`src/common/cam_cfg_params.svh`:
```
// shared parameters for the camera config subsystem
// sccb quarter-period divider, init table length, apb register offsets

`ifndef CAM_CFG_PARAMS_SVH
`define CAM_CFG_PARAMS_SVH

// clocks per quarter of an sccb bit period
// 4 keeps simulation short, 65 gives 650 ns at 100 MHz
`define SCCB_DIV4_END 4

// number of register writes in the init table
`define CAM_INIT_LEN 6

// apb byte offsets, one word each
`define REG_CTRL   4'h0
`define REG_ID     4'h4
`define REG_WDATA  4'h8
`define REG_STATUS 4'hc

`endif

```
`src/common/cam_cfg_pkg.sv`:
```
// types for the camera config subsystem
// sccb master states, sequencer opcodes, register write word, init table

`include "cam_cfg_params.svh"

package cam_cfg_pkg;

  // sccb master fsm
  typedef enum logic [2:0] {
    idle,       // waiting for a command, bus released
    init_seq,   // start condition
    send_byte,  // eight data bits, msb first
    dont_care,  // ninth bit, line released
    end_seq     // stop condition
  } sccb_state_e;

  // work requested by the apb block
  typedef enum logic [1:0] {
    op_none,
    op_single,  // one write from ID and WDATA
    op_table    // walk the init table
  } seq_op_e;

  // one sensor register write
  typedef struct packed {
    logic [7:0] addr;
    logic [7:0] data;
  } cam_reg_write_t;

  // ov7670 style bring-up sequence
  localparam cam_reg_write_t cam_init_table [`CAM_INIT_LEN] = '{
    '{addr: 8'h12, data: 8'h80},  // COM7 soft reset
    '{addr: 8'h11, data: 8'h01},  // CLKRC prescale by 2
    '{addr: 8'h12, data: 8'h04},  // COM7 rgb output
    '{addr: 8'h40, data: 8'hd0},  // COM15 rgb565 full range
    '{addr: 8'h3a, data: 8'h04},  // TSLB output sequence
    '{addr: 8'h8c, data: 8'h00}   // RGB444 off
  };

endpackage

```
`src/common/sccb_cmd_if.sv`:
```
// sccb command channel between sequencer and master
// start/ready handshake, done pulse at the end of the stop sequence

`timescale 1ns/1ns

interface sccb_cmd_if;

  logic                        start;  // command valid
  logic [6:0]                  id;     // 7-bit slave id
  cam_cfg_pkg::cam_reg_write_t wr;     // register address and data
  logic                        ready;  // master idle, sampled with start
  logic                        done;   // one cycle at end of stop

  // sequencer side
  modport seq (
    output start, id, wr,
    input  ready, done
  );

  // master side
  modport master (
    input  start, id, wr,
    output ready, done
  );

endinterface

```
`src/sccb/sccb_master.sv`:
```
// sccb write-only master
// three phase write: id with write bit, register address, data
// each bit split into four quarter slots by a clock divider

`timescale 1ns/1ns
`include "cam_cfg_params.svh"

module sccb_master (
  input  logic       rst,       // system clock
  input  logic       clk,       // async reset, active high
  sccb_cmd_if.master cmd,
  output logic       sclk,      // sccb clock pin
  output logic       sdat_on,   // drive enable for sdat
  output logic       sdat_out   // sdat value when driven
);

  localparam int DIV4_END = `SCCB_DIV4_END;
  localparam int DIV_W    = (DIV4_END > 1) ? $clog2(DIV4_END) : 1;

  cam_cfg_pkg::sccb_state_e state, state_nx;

  logic [DIV_W-1:0] div_cnt;    // clocks within a quarter
  logic [1:0]       qtr_cnt;    // quarter within a bit
  logic [2:0]       bit_cnt;    // counts down 7 to 0
  logic [1:0]       phase_cnt;  // id, address, data
  logic [23:0]      shreg;      // outgoing bits, msb on the line

  logic active;
  logic qtr_end;
  logic bit_end;
  logic byte_end;
  logic accept;

  assign active   = (state != cam_cfg_pkg::idle);
  assign qtr_end  = (div_cnt == DIV_W'(DIV4_END - 1));
  assign bit_end  = qtr_end && (qtr_cnt == 2'd3);
  assign byte_end = bit_end && (bit_cnt == 3'd0);
  assign accept   = cmd.start && cmd.ready;

  // not ready while held in reset
  assign cmd.ready = (state == cam_cfg_pkg::idle) && !clk;
  assign cmd.done  = (state == cam_cfg_pkg::end_seq) && bit_end;

  // quarter-period divider, parked at zero while idle
  always_ff @(posedge rst or posedge clk) begin
    if (clk) begin
      div_cnt <= '0;
    end else if (!active || qtr_end) begin
      div_cnt <= '0;
    end else begin
      div_cnt <= div_cnt + 1'b1;
    end
  end

  // quarter counter wraps 3 -> 0 on its own
  always_ff @(posedge rst or posedge clk) begin
    if (clk) begin
      qtr_cnt <= 2'd0;
    end else if (!active) begin
      qtr_cnt <= 2'd0;
    end else if (qtr_end) begin
      qtr_cnt <= qtr_cnt + 2'd1;
    end
  end

  // bit counter only runs inside a byte
  always_ff @(posedge rst or posedge clk) begin
    if (clk) begin
      bit_cnt <= 3'd7;
    end else if (state != cam_cfg_pkg::send_byte) begin
      bit_cnt <= 3'd7;
    end else if (bit_end) begin
      bit_cnt <= bit_cnt - 3'd1;
    end
  end

  // one phase per byte, advanced after each don't-care bit
  always_ff @(posedge rst or posedge clk) begin
    if (clk) begin
      phase_cnt <= 2'd0;
    end else if (!active) begin
      phase_cnt <= 2'd0;
    end else if ((state == cam_cfg_pkg::dont_care) && bit_end) begin
      phase_cnt <= phase_cnt + 2'd1;
    end
  end

  // payload, write bit is 0
  always_ff @(posedge rst) begin
    if (accept) begin
      shreg <= {cmd.id, 1'b0, cmd.wr};
    end else if ((state == cam_cfg_pkg::send_byte) && bit_end) begin
      shreg <= {shreg[22:0], 1'b1};  // fill with idle level
    end
  end

  always_ff @(posedge rst or posedge clk) begin
    if (clk) begin
      state <= cam_cfg_pkg::idle;
    end else begin
      state <= state_nx;
    end
  end

  always_comb begin
    state_nx = state;
    case (state)
      cam_cfg_pkg::idle:      if (accept)   state_nx = cam_cfg_pkg::init_seq;
      cam_cfg_pkg::init_seq:  if (bit_end)  state_nx = cam_cfg_pkg::send_byte;
      cam_cfg_pkg::send_byte: if (byte_end) state_nx = cam_cfg_pkg::dont_care;
      cam_cfg_pkg::dont_care: begin
        if (bit_end) begin
          // third byte done -> stop, else next byte
          if (phase_cnt == 2'd2) begin
            state_nx = cam_cfg_pkg::end_seq;
          end else begin
            state_nx = cam_cfg_pkg::send_byte;
          end
        end
      end
      cam_cfg_pkg::end_seq:   if (bit_end)  state_nx = cam_cfg_pkg::idle;
      default:                state_nx = cam_cfg_pkg::idle;
    endcase
  end

  // pin decode from state and quarter
  // sclk high in quarters 1 and 2 of every data bit
  always_comb begin
    sclk     = 1'b1;
    sdat_on  = 1'b0;
    sdat_out = 1'b1;
    case (state)
      cam_cfg_pkg::init_seq: begin
        sdat_on  = 1'b1;
        sdat_out = (qtr_cnt == 2'd0);  // falls at q1 with sclk high = start
        sclk     = (qtr_cnt != 2'd3);
      end
      cam_cfg_pkg::send_byte: begin
        sdat_on  = 1'b1;
        sdat_out = shreg[23];
        sclk     = qtr_cnt[0] ^ qtr_cnt[1];
      end
      cam_cfg_pkg::dont_care: begin
        sclk     = qtr_cnt[0] ^ qtr_cnt[1];  // line released, slave may ack
      end
      cam_cfg_pkg::end_seq: begin
        sdat_on  = 1'b1;
        sclk     = (qtr_cnt != 2'd0);
        sdat_out = qtr_cnt[1];  // rises at q2 with sclk high = stop
      end
      default: begin
        sclk     = 1'b1;  // bus idle
      end
    endcase
  end

endmodule

```
`src/verilog/cam_cfg_apb_regs.sv`:
```
// apb slave register block, zero wait states
// CTRL launches work, ID and WDATA hold the single write
// STATUS gives busy, sticky done flag and a write counter

`timescale 1ns/1ns
`include "cam_cfg_params.svh"

module cam_cfg_apb_regs (
  input  logic                        rst,        // clock
  input  logic                        clk,        // async reset, active high
  input  logic                        psel,
  input  logic                        penable,
  input  logic                        pwrite,
  input  logic [3:0]                  paddr,
  input  logic [31:0]                 pwdata,
  output logic [31:0]                 prdata,
  output logic                        pslverr,
  output cam_cfg_pkg::seq_op_e        op,         // work type, valid with go
  output logic                        go,         // one cycle launch
  output logic [6:0]                  slave_id,
  output cam_cfg_pkg::cam_reg_write_t single_wr,
  input  logic                        busy,
  input  logic                        wr_done     // one per finished sensor write
);

  logic       access;
  logic       wr_acc;
  logic       rd_acc;
  logic       mapped;
  logic       busy_all;     // includes the launch cycle
  logic       ctrl_wr;
  logic       busy_q;
  logic       done_flag;
  logic [7:0] wr_count;

  assign access   = psel && penable;
  assign wr_acc   = access && pwrite;
  assign rd_acc   = access && !pwrite;
  assign busy_all = busy || go;
  assign ctrl_wr  = wr_acc && (paddr == `REG_CTRL);

  always_comb begin
    case (paddr)
      `REG_CTRL, `REG_ID, `REG_WDATA, `REG_STATUS: mapped = 1'b1;
      default:                                     mapped = 1'b0;
    endcase
  end

  // unmapped offset or launch attempt while busy
  assign pslverr = access && (!mapped || (pwrite && (paddr == `REG_CTRL) && busy_all));

  // launch, table walk wins when both bits set
  always_ff @(posedge rst or posedge clk) begin
    if (clk) begin
      go <= 1'b0;
      op <= cam_cfg_pkg::op_none;
    end else if (ctrl_wr && !busy_all && (pwdata[1:0] != 2'b00)) begin
      go <= 1'b1;
      op <= pwdata[1] ? cam_cfg_pkg::op_table : cam_cfg_pkg::op_single;
    end else begin
      go <= 1'b0;
    end
  end

  // id and single write word
  always_ff @(posedge rst or posedge clk) begin
    if (clk) begin
      slave_id  <= 7'h21;  // ov7670 write address 0x42 >> 1
      single_wr <= '0;
    end else if (wr_acc) begin
      if (paddr == `REG_ID)    slave_id  <= pwdata[6:0];
      if (paddr == `REG_WDATA) single_wr <= pwdata[15:0];
    end
  end

  // status flags
  always_ff @(posedge rst or posedge clk) begin
    if (clk) begin
      busy_q    <= 1'b0;
      done_flag <= 1'b0;
      wr_count  <= 8'd0;
    end else begin
      busy_q <= busy;
      if (busy_q && !busy) begin
        done_flag <= 1'b1;  // set beats a same-cycle read clear
      end else if (rd_acc && (paddr == `REG_STATUS)) begin
        done_flag <= 1'b0;
      end
      if (wr_done) wr_count <= wr_count + 8'd1;  // wraps at 256
    end
  end

  // read mux, CTRL reads as zero
  always_comb begin
    case (paddr)
      `REG_ID:     prdata = {25'd0, slave_id};
      `REG_WDATA:  prdata = {16'd0, single_wr};
      `REG_STATUS: prdata = {16'd0, wr_count, 6'd0, done_flag, busy_all};
      default:     prdata = 32'd0;
    endcase
  end

endmodule

```
`src/verilog/cam_cfg_sequencer.sv`:
```
// turns a single write or the init table into sccb commands
// one command in flight, next one issued after done

`timescale 1ns/1ns
`include "cam_cfg_params.svh"

module cam_cfg_sequencer (
  input  logic                        rst,        // clock
  input  logic                        clk,        // async reset, active high
  input  cam_cfg_pkg::seq_op_e        op,
  input  logic                        go,
  input  logic [6:0]                  slave_id,
  input  cam_cfg_pkg::cam_reg_write_t single_wr,
  output logic                        busy,
  output logic                        wr_done,
  sccb_cmd_if.seq                     cmd
);

  localparam int IDX_W = (`CAM_INIT_LEN > 1) ? $clog2(`CAM_INIT_LEN) : 1;
  localparam logic [IDX_W-1:0] LAST_IDX = IDX_W'(`CAM_INIT_LEN - 1);

  typedef enum logic [1:0] {
    idle,
    issue,      // start high until the master takes it
    wait_done
  } seq_state_e;

  seq_state_e                  state;
  cam_cfg_pkg::seq_op_e        op_q;
  logic [IDX_W-1:0]            idx;       // table entry in flight
  logic [6:0]                  id_q;
  cam_cfg_pkg::cam_reg_write_t single_q;

  always_ff @(posedge rst or posedge clk) begin
    if (clk) begin
      state <= idle;
      op_q  <= cam_cfg_pkg::op_none;
      idx   <= '0;
    end else begin
      case (state)
        idle: begin
          if (go && (op != cam_cfg_pkg::op_none)) begin
            op_q  <= op;
            idx   <= '0;
            state <= issue;
          end
        end
        issue: if (cmd.ready) state <= wait_done;
        wait_done: begin
          if (cmd.done) begin
            // done cycle is the single idle clock between writes
            if ((op_q == cam_cfg_pkg::op_table) && (idx != LAST_IDX)) begin
              idx   <= idx + 1'b1;
              state <= issue;
            end else begin
              state <= idle;
            end
          end
        end
        default: state <= idle;
      endcase
    end
  end

  // latch id and word at launch so later APB writes do not disturb a walk
  always_ff @(posedge rst) begin
    if ((state == idle) && go) begin
      id_q     <= slave_id;
      single_q <= single_wr;
    end
  end

  assign cmd.start = (state == issue);
  assign cmd.id    = id_q;
  assign cmd.wr    = (op_q == cam_cfg_pkg::op_table) ? cam_cfg_pkg::cam_init_table[idx]
                                                     : single_q;

  assign busy    = (state != idle);
  assign wr_done = (state == wait_done) && cmd.done;

endmodule

```
`src/verilog/cam_cfg_top.sv`:
```
// camera config top level
// apb register block, command sequencer and sccb master

`timescale 1ns/1ns

module cam_cfg_top (
  input  logic        rst,       // clock
  input  logic        clk,       // async reset, active high
  input  logic        psel,
  input  logic        penable,
  input  logic        pwrite,
  input  logic [3:0]  paddr,
  input  logic [31:0] pwdata,
  output logic [31:0] prdata,
  output logic        pslverr,
  output logic        sclk,
  output logic        sdat_on,   // low = line released, pulled high
  output logic        sdat_out
);

  cam_cfg_pkg::seq_op_e        op;
  logic                        go;
  logic [6:0]                  slave_id;
  cam_cfg_pkg::cam_reg_write_t single_wr;
  logic                        busy;
  logic                        wr_done;

  sccb_cmd_if cmd_if ();  // sequencer -> master

  cam_cfg_apb_regs cam_cfg_apb_regs_inst (
    .rst       (rst),
    .clk       (clk),
    .psel      (psel),
    .penable   (penable),
    .pwrite    (pwrite),
    .paddr     (paddr),
    .pwdata    (pwdata),
    .prdata    (prdata),
    .pslverr   (pslverr),
    .op        (op),
    .go        (go),
    .slave_id  (slave_id),
    .single_wr (single_wr),
    .busy      (busy),
    .wr_done   (wr_done)
  );

  cam_cfg_sequencer cam_cfg_sequencer_inst (
    .rst       (rst),
    .clk       (clk),
    .op        (op),
    .go        (go),
    .slave_id  (slave_id),
    .single_wr (single_wr),
    .busy      (busy),
    .wr_done   (wr_done),
    .cmd       (cmd_if.seq)
  );

  sccb_master sccb_master_inst (
    .rst      (rst),
    .clk      (clk),
    .cmd      (cmd_if.master),
    .sclk     (sclk),
    .sdat_on  (sdat_on),
    .sdat_out (sdat_out)
  );

endmodule
```
`config.mk`:
```
export PLATFORM = sky130hd
export DESIGN_NAME = cam_cfg_top
export DESIGN_NICKNAME = d
export VERILOG_FILES = /design/src/common/cam_cfg_pkg.sv /design/src/common/sccb_cmd_if.sv /design/src/sccb/sccb_master.sv /design/src/verilog/cam_cfg_apb_regs.sv /design/src/verilog/cam_cfg_sequencer.sv /design/src/verilog/cam_cfg_top.sv
export VERILOG_INCLUDE_DIRS = /design/src /design/src/common
export SDC_FILE = /design/constraint.sdc
export NUM_CORES = 1
export LEC_CHECK = 0
export BUFFER_PORTS_ARGS = -buffer_cell sky130_fd_sc_hd__buf_2
export CAP_MARGIN = 0
export CORE_MARGIN = 2
export CORE_UTILIZATION = 56
export CTS_CLUSTER_DIAMETER = 100
export DETAILED_ROUTE_END_ITERATION = 8
export GPL_TIMING_DRIVEN = 1
export PLACE_DENSITY = 0.79
export SLEW_MARGIN = 20
export SYNTH_ARGS = -nofsm -noshare
export SYNTH_HDL_FRONTEND = slang
export SYNTH_SLANG_ARGS = --single-unit
```
`constraint.sdc`:
```
create_clock -name rst -period 3.9 [get_ports rst]
set_input_delay 0.78 -clock rst [delete_from_list [all_inputs] [get_ports rst]]
set_output_delay 0.78 -clock rst [all_outputs]
set_load 0.005 [all_outputs]
```
==> impl_metrics.env <==
export IMPL_outcome="finished, final reports clean"
export IMPL_synth_main_ff_cell="dfrtp_1"
export IMPL_antenna_found_initial=0
export IMPL_initial_core_util_pct=57.9
export IMPL_ir_worst_vdd_mv=0.262
export IMPL_cts_buffers=9
export IMPL_nNetsFinal=483
export IMPL_finalMaxSlewViolations=0
export IMPL_setup_tns_ps=0
export IMPL_maxCapViolCount=0
export IMPL_grt_max_degree=57
export IMPL_die_w_um=96.4
export IMPL_via_per_inst=5.64
export IMPL_fmax_mhz=346
export IMPL_syn_cell_area_um2=4780
export IMPL_rsz0062_at_grt="false"
export IMPL_drc=0
export IMPL_synthMuxAreaShare_pct=7.49
export IMPL_drive_above_1_share_pct=20.2
export IMPL_syn_inst=391
export IMPL_synth_area_leader_cell="edfxtp_1"
export IMPL_floorplan_die_area_um2=9290
export IMPL_synth_seq_cells=102
export IMPL_grt_pass1_vias=2861
export IMPL_placed_cells=524
export IMPL_layout_min_cycle_time_ps=2890
export IMPL_worstPathRequired_ps=3120
export IMPL_synthAdderAreaFrac_pct=3.14
export IMPL_yosysSeqAreaShare_pct=58.3
export IMPL_cts_setup_buffers=0
export IMPL_clock_latency_ps=360
export IMPL_finClkSkew_ps=12.4
export IMPL_crit_arrival_ps=2110
export IMPL_synth_edf_count=46
export IMPL_setup_slack_ps=1010
export IMPL_fin_cells=540
export IMPL_period_share_pct=74.1
export IMPL_cts_max_path_buffers=2
export IMPL_gr_total_overflow=0
export IMPL_synthSimpleGateAreaFrac_pct=11.5
export IMPL_die_h_um=96.4
export IMPL_dpl_hpwl_mm=6.12
export IMPL_synth_top_area_share_pct=28.9
export IMPL_ys_types=52
export IMPL_final_fill_count=635
export IMPL_cts_resized=0
export IMPL_setup_violations=0
export IMPL_track_usage_pct=20.2
export IMPL_drt_first_pass_iters=4
export IMPL_synth_top_family_by_area="compound AO/OA/AOI/OAI gates"
export IMPL_drt_total_wl_mm=8.69
export IMPL_tightest_slew_ps=895
export IMPL_seq_area_um2=2780
export IMPL_cts_htree_levels=3
export IMPL_cts_tree="built"
export IMPL_grt_pass1_wl_mm=14.0
export IMPL_path_clk_slew_ps=90
export IMPL_cp_max_fo=15
export IMPL_yosys_warnings=0
export IMPL_whs_ps=447
export IMPL_clock_sinks=102
export IMPL_hold_viol=0
export IMPL_num_io_pins=77
export IMPL_synth_xor_area_share_pct=1.83
export IMPL_gp_congestion=0.819
export IMPL_diodes=0
export IMPL_synth_common_cells="50 x dfrtp_1, 46 x edfxtp_1, 43 x nand2_1"
export IMPL_via_count=3045
export IMPL_clockRootBuffer="clkbuf_8"
export IMPL_wl_per_cell_um=16.1
export IMPL_hold_path_class="flip-flop to flip-flop"
export IMPL_worst_setup_path_end_kind="output pin"
export IMPL_ant_nets=0
export IMPL_hold_buffers=0
export IMPL_power_leakage_nw=2.25
export IMPL_numPortBuffers=44
export IMPL_start_kind="primary input"
export IMPL_crit_type="primary input to output pin"
export IMPL_fin_util_pct=62.8
export IMPL_synth_compound_gate_area_share_pct=11.6
export IMPL_synth_most_common_cell="dfrtp_1"
export IMPL_core_um2=8260
export IMPL_netlist_top_cells_area="edfxtp_1 29%, dfrtp_1 26%, a22o_1 4.8%"
export IMPL_relSlewSlack_pct=40.1
export IMPL_ys_async_sr_fraction_pct=53.9
export IMPL_syn_avg_cell_area_um2=12.2
export IMPL_multi_input_area_um2=1770
export IMPL_area_growth_synth_to_final_pct=8.59
export IMPL_placementRows=33
export IMPL_drtIter0Drc=209
export IMPL_p_per_area_nw_per_um2=372
export IMPL_place_ws_ps=1040
-- layer usage --
layer | vias to the layer above | global-route usage (%) | routed length (µm)
met4 | 0 | 8.80 | 163
met2 | 79 | 31.5 | 4270
met5 | - | 0 | 0
met1 | 1508 | 28.4 | 3920
met3 | 12 | 3.34 | 326
li1 | 1446 | - | -
-- placed cells by master (no fill, tap or decap), types with 8 or more instances in the layout --
master and instances:
mux2_1 17, a21oi_1 20, xnor2_1 8, edfxtp_1 46, conb_1 16, nand2_1 43
o21ai_0 12, buf_2 44, nor2_1 13, a22o_1 26, o21ai_1 11, inv_1 14
ha_1 12, clkbuf_8 9, dfrtp_1 50
-- cell type report --
cell class | count | share of cell area, %
multi-input cells | 252 | 34.0
clock buffers | 12 | 3.01
inverters | 15 | 1.09
repair buffers | 50 | 5.11
flip-flops and latches | 102 | 53.7
well taps | 105 | 2.53
clock inverters | 4 | 0.579
-- through the flow --
stage	total power, mW	instance area [µm²]
after floorplan	1.29	4830
after global placement	1.32	5000
after detailed placement	1.33	5000
after CTS	1.94	5190
after global routing	2.00	5190
final	1.93	5190
-- worst max-delay path, stage by stage --
cell and delay [ps]:
buf_2 130, nor4b_4 810, a22o_1 280, buf_2 110
-- kinds of logic after synthesis --
logic type | count (synthesis)
AO/OA/AOI/OAI | 83
XOR/XNOR | 10
adder cells (fa/ha/maj) | 12
buffers and inverters | 52
flip-flops | 102
multiplexers | 30
other | 1
AND/OR/NAND/NOR | 101
-- power by group --
group          switching [mW]  internal [mW]  total (mW)
sequential             0.0343           1.17        1.20
clock                   0.356          0.274       0.630
combinational          0.0496         0.0512       0.101
total                   0.439           1.49        1.93
-- final timing paths --
check,depth (start not counted),slack (ps),to,start
worst max-delay path,4,1010,prdata[15],paddr[1]
worst min-delay path,2,450,sccb_master_inst.shreg[16],sccb_master_inst.shreg[15]
worst max register to register,5,1640,sccb_master_inst.shreg[18],sccb_master_inst.state[1]
worst min register to register,2,450,sccb_master_inst.shreg[16],sccb_master_inst.shreg[15]
max in group asynchronous,3,2800,cam_cfg_sequencer_inst.op_q[0],clk
min in group asynchronous,3,620,cam_cfg_sequencer_inst.state[1],clk
-- flip-flops by register name (all words and copies together), names as in the netlist, 3 cells and up --
name and cells:
cam_cfg_sequencer_inst.idx 3, cam_cfg_apb_regs_inst.slave_id 7, cam_cfg_sequencer_inst.cmd.id 7, sccb_master_inst.bit_cnt 3
sccb_master_inst.state 3, cam_cfg_apb_regs_inst.single_wr 16, cam_cfg_apb_regs_inst.wr_count 8, sccb_master_inst.shreg 24
cam_cfg_sequencer_inst.single_q 16
Power figures use the tool's default switching activity.
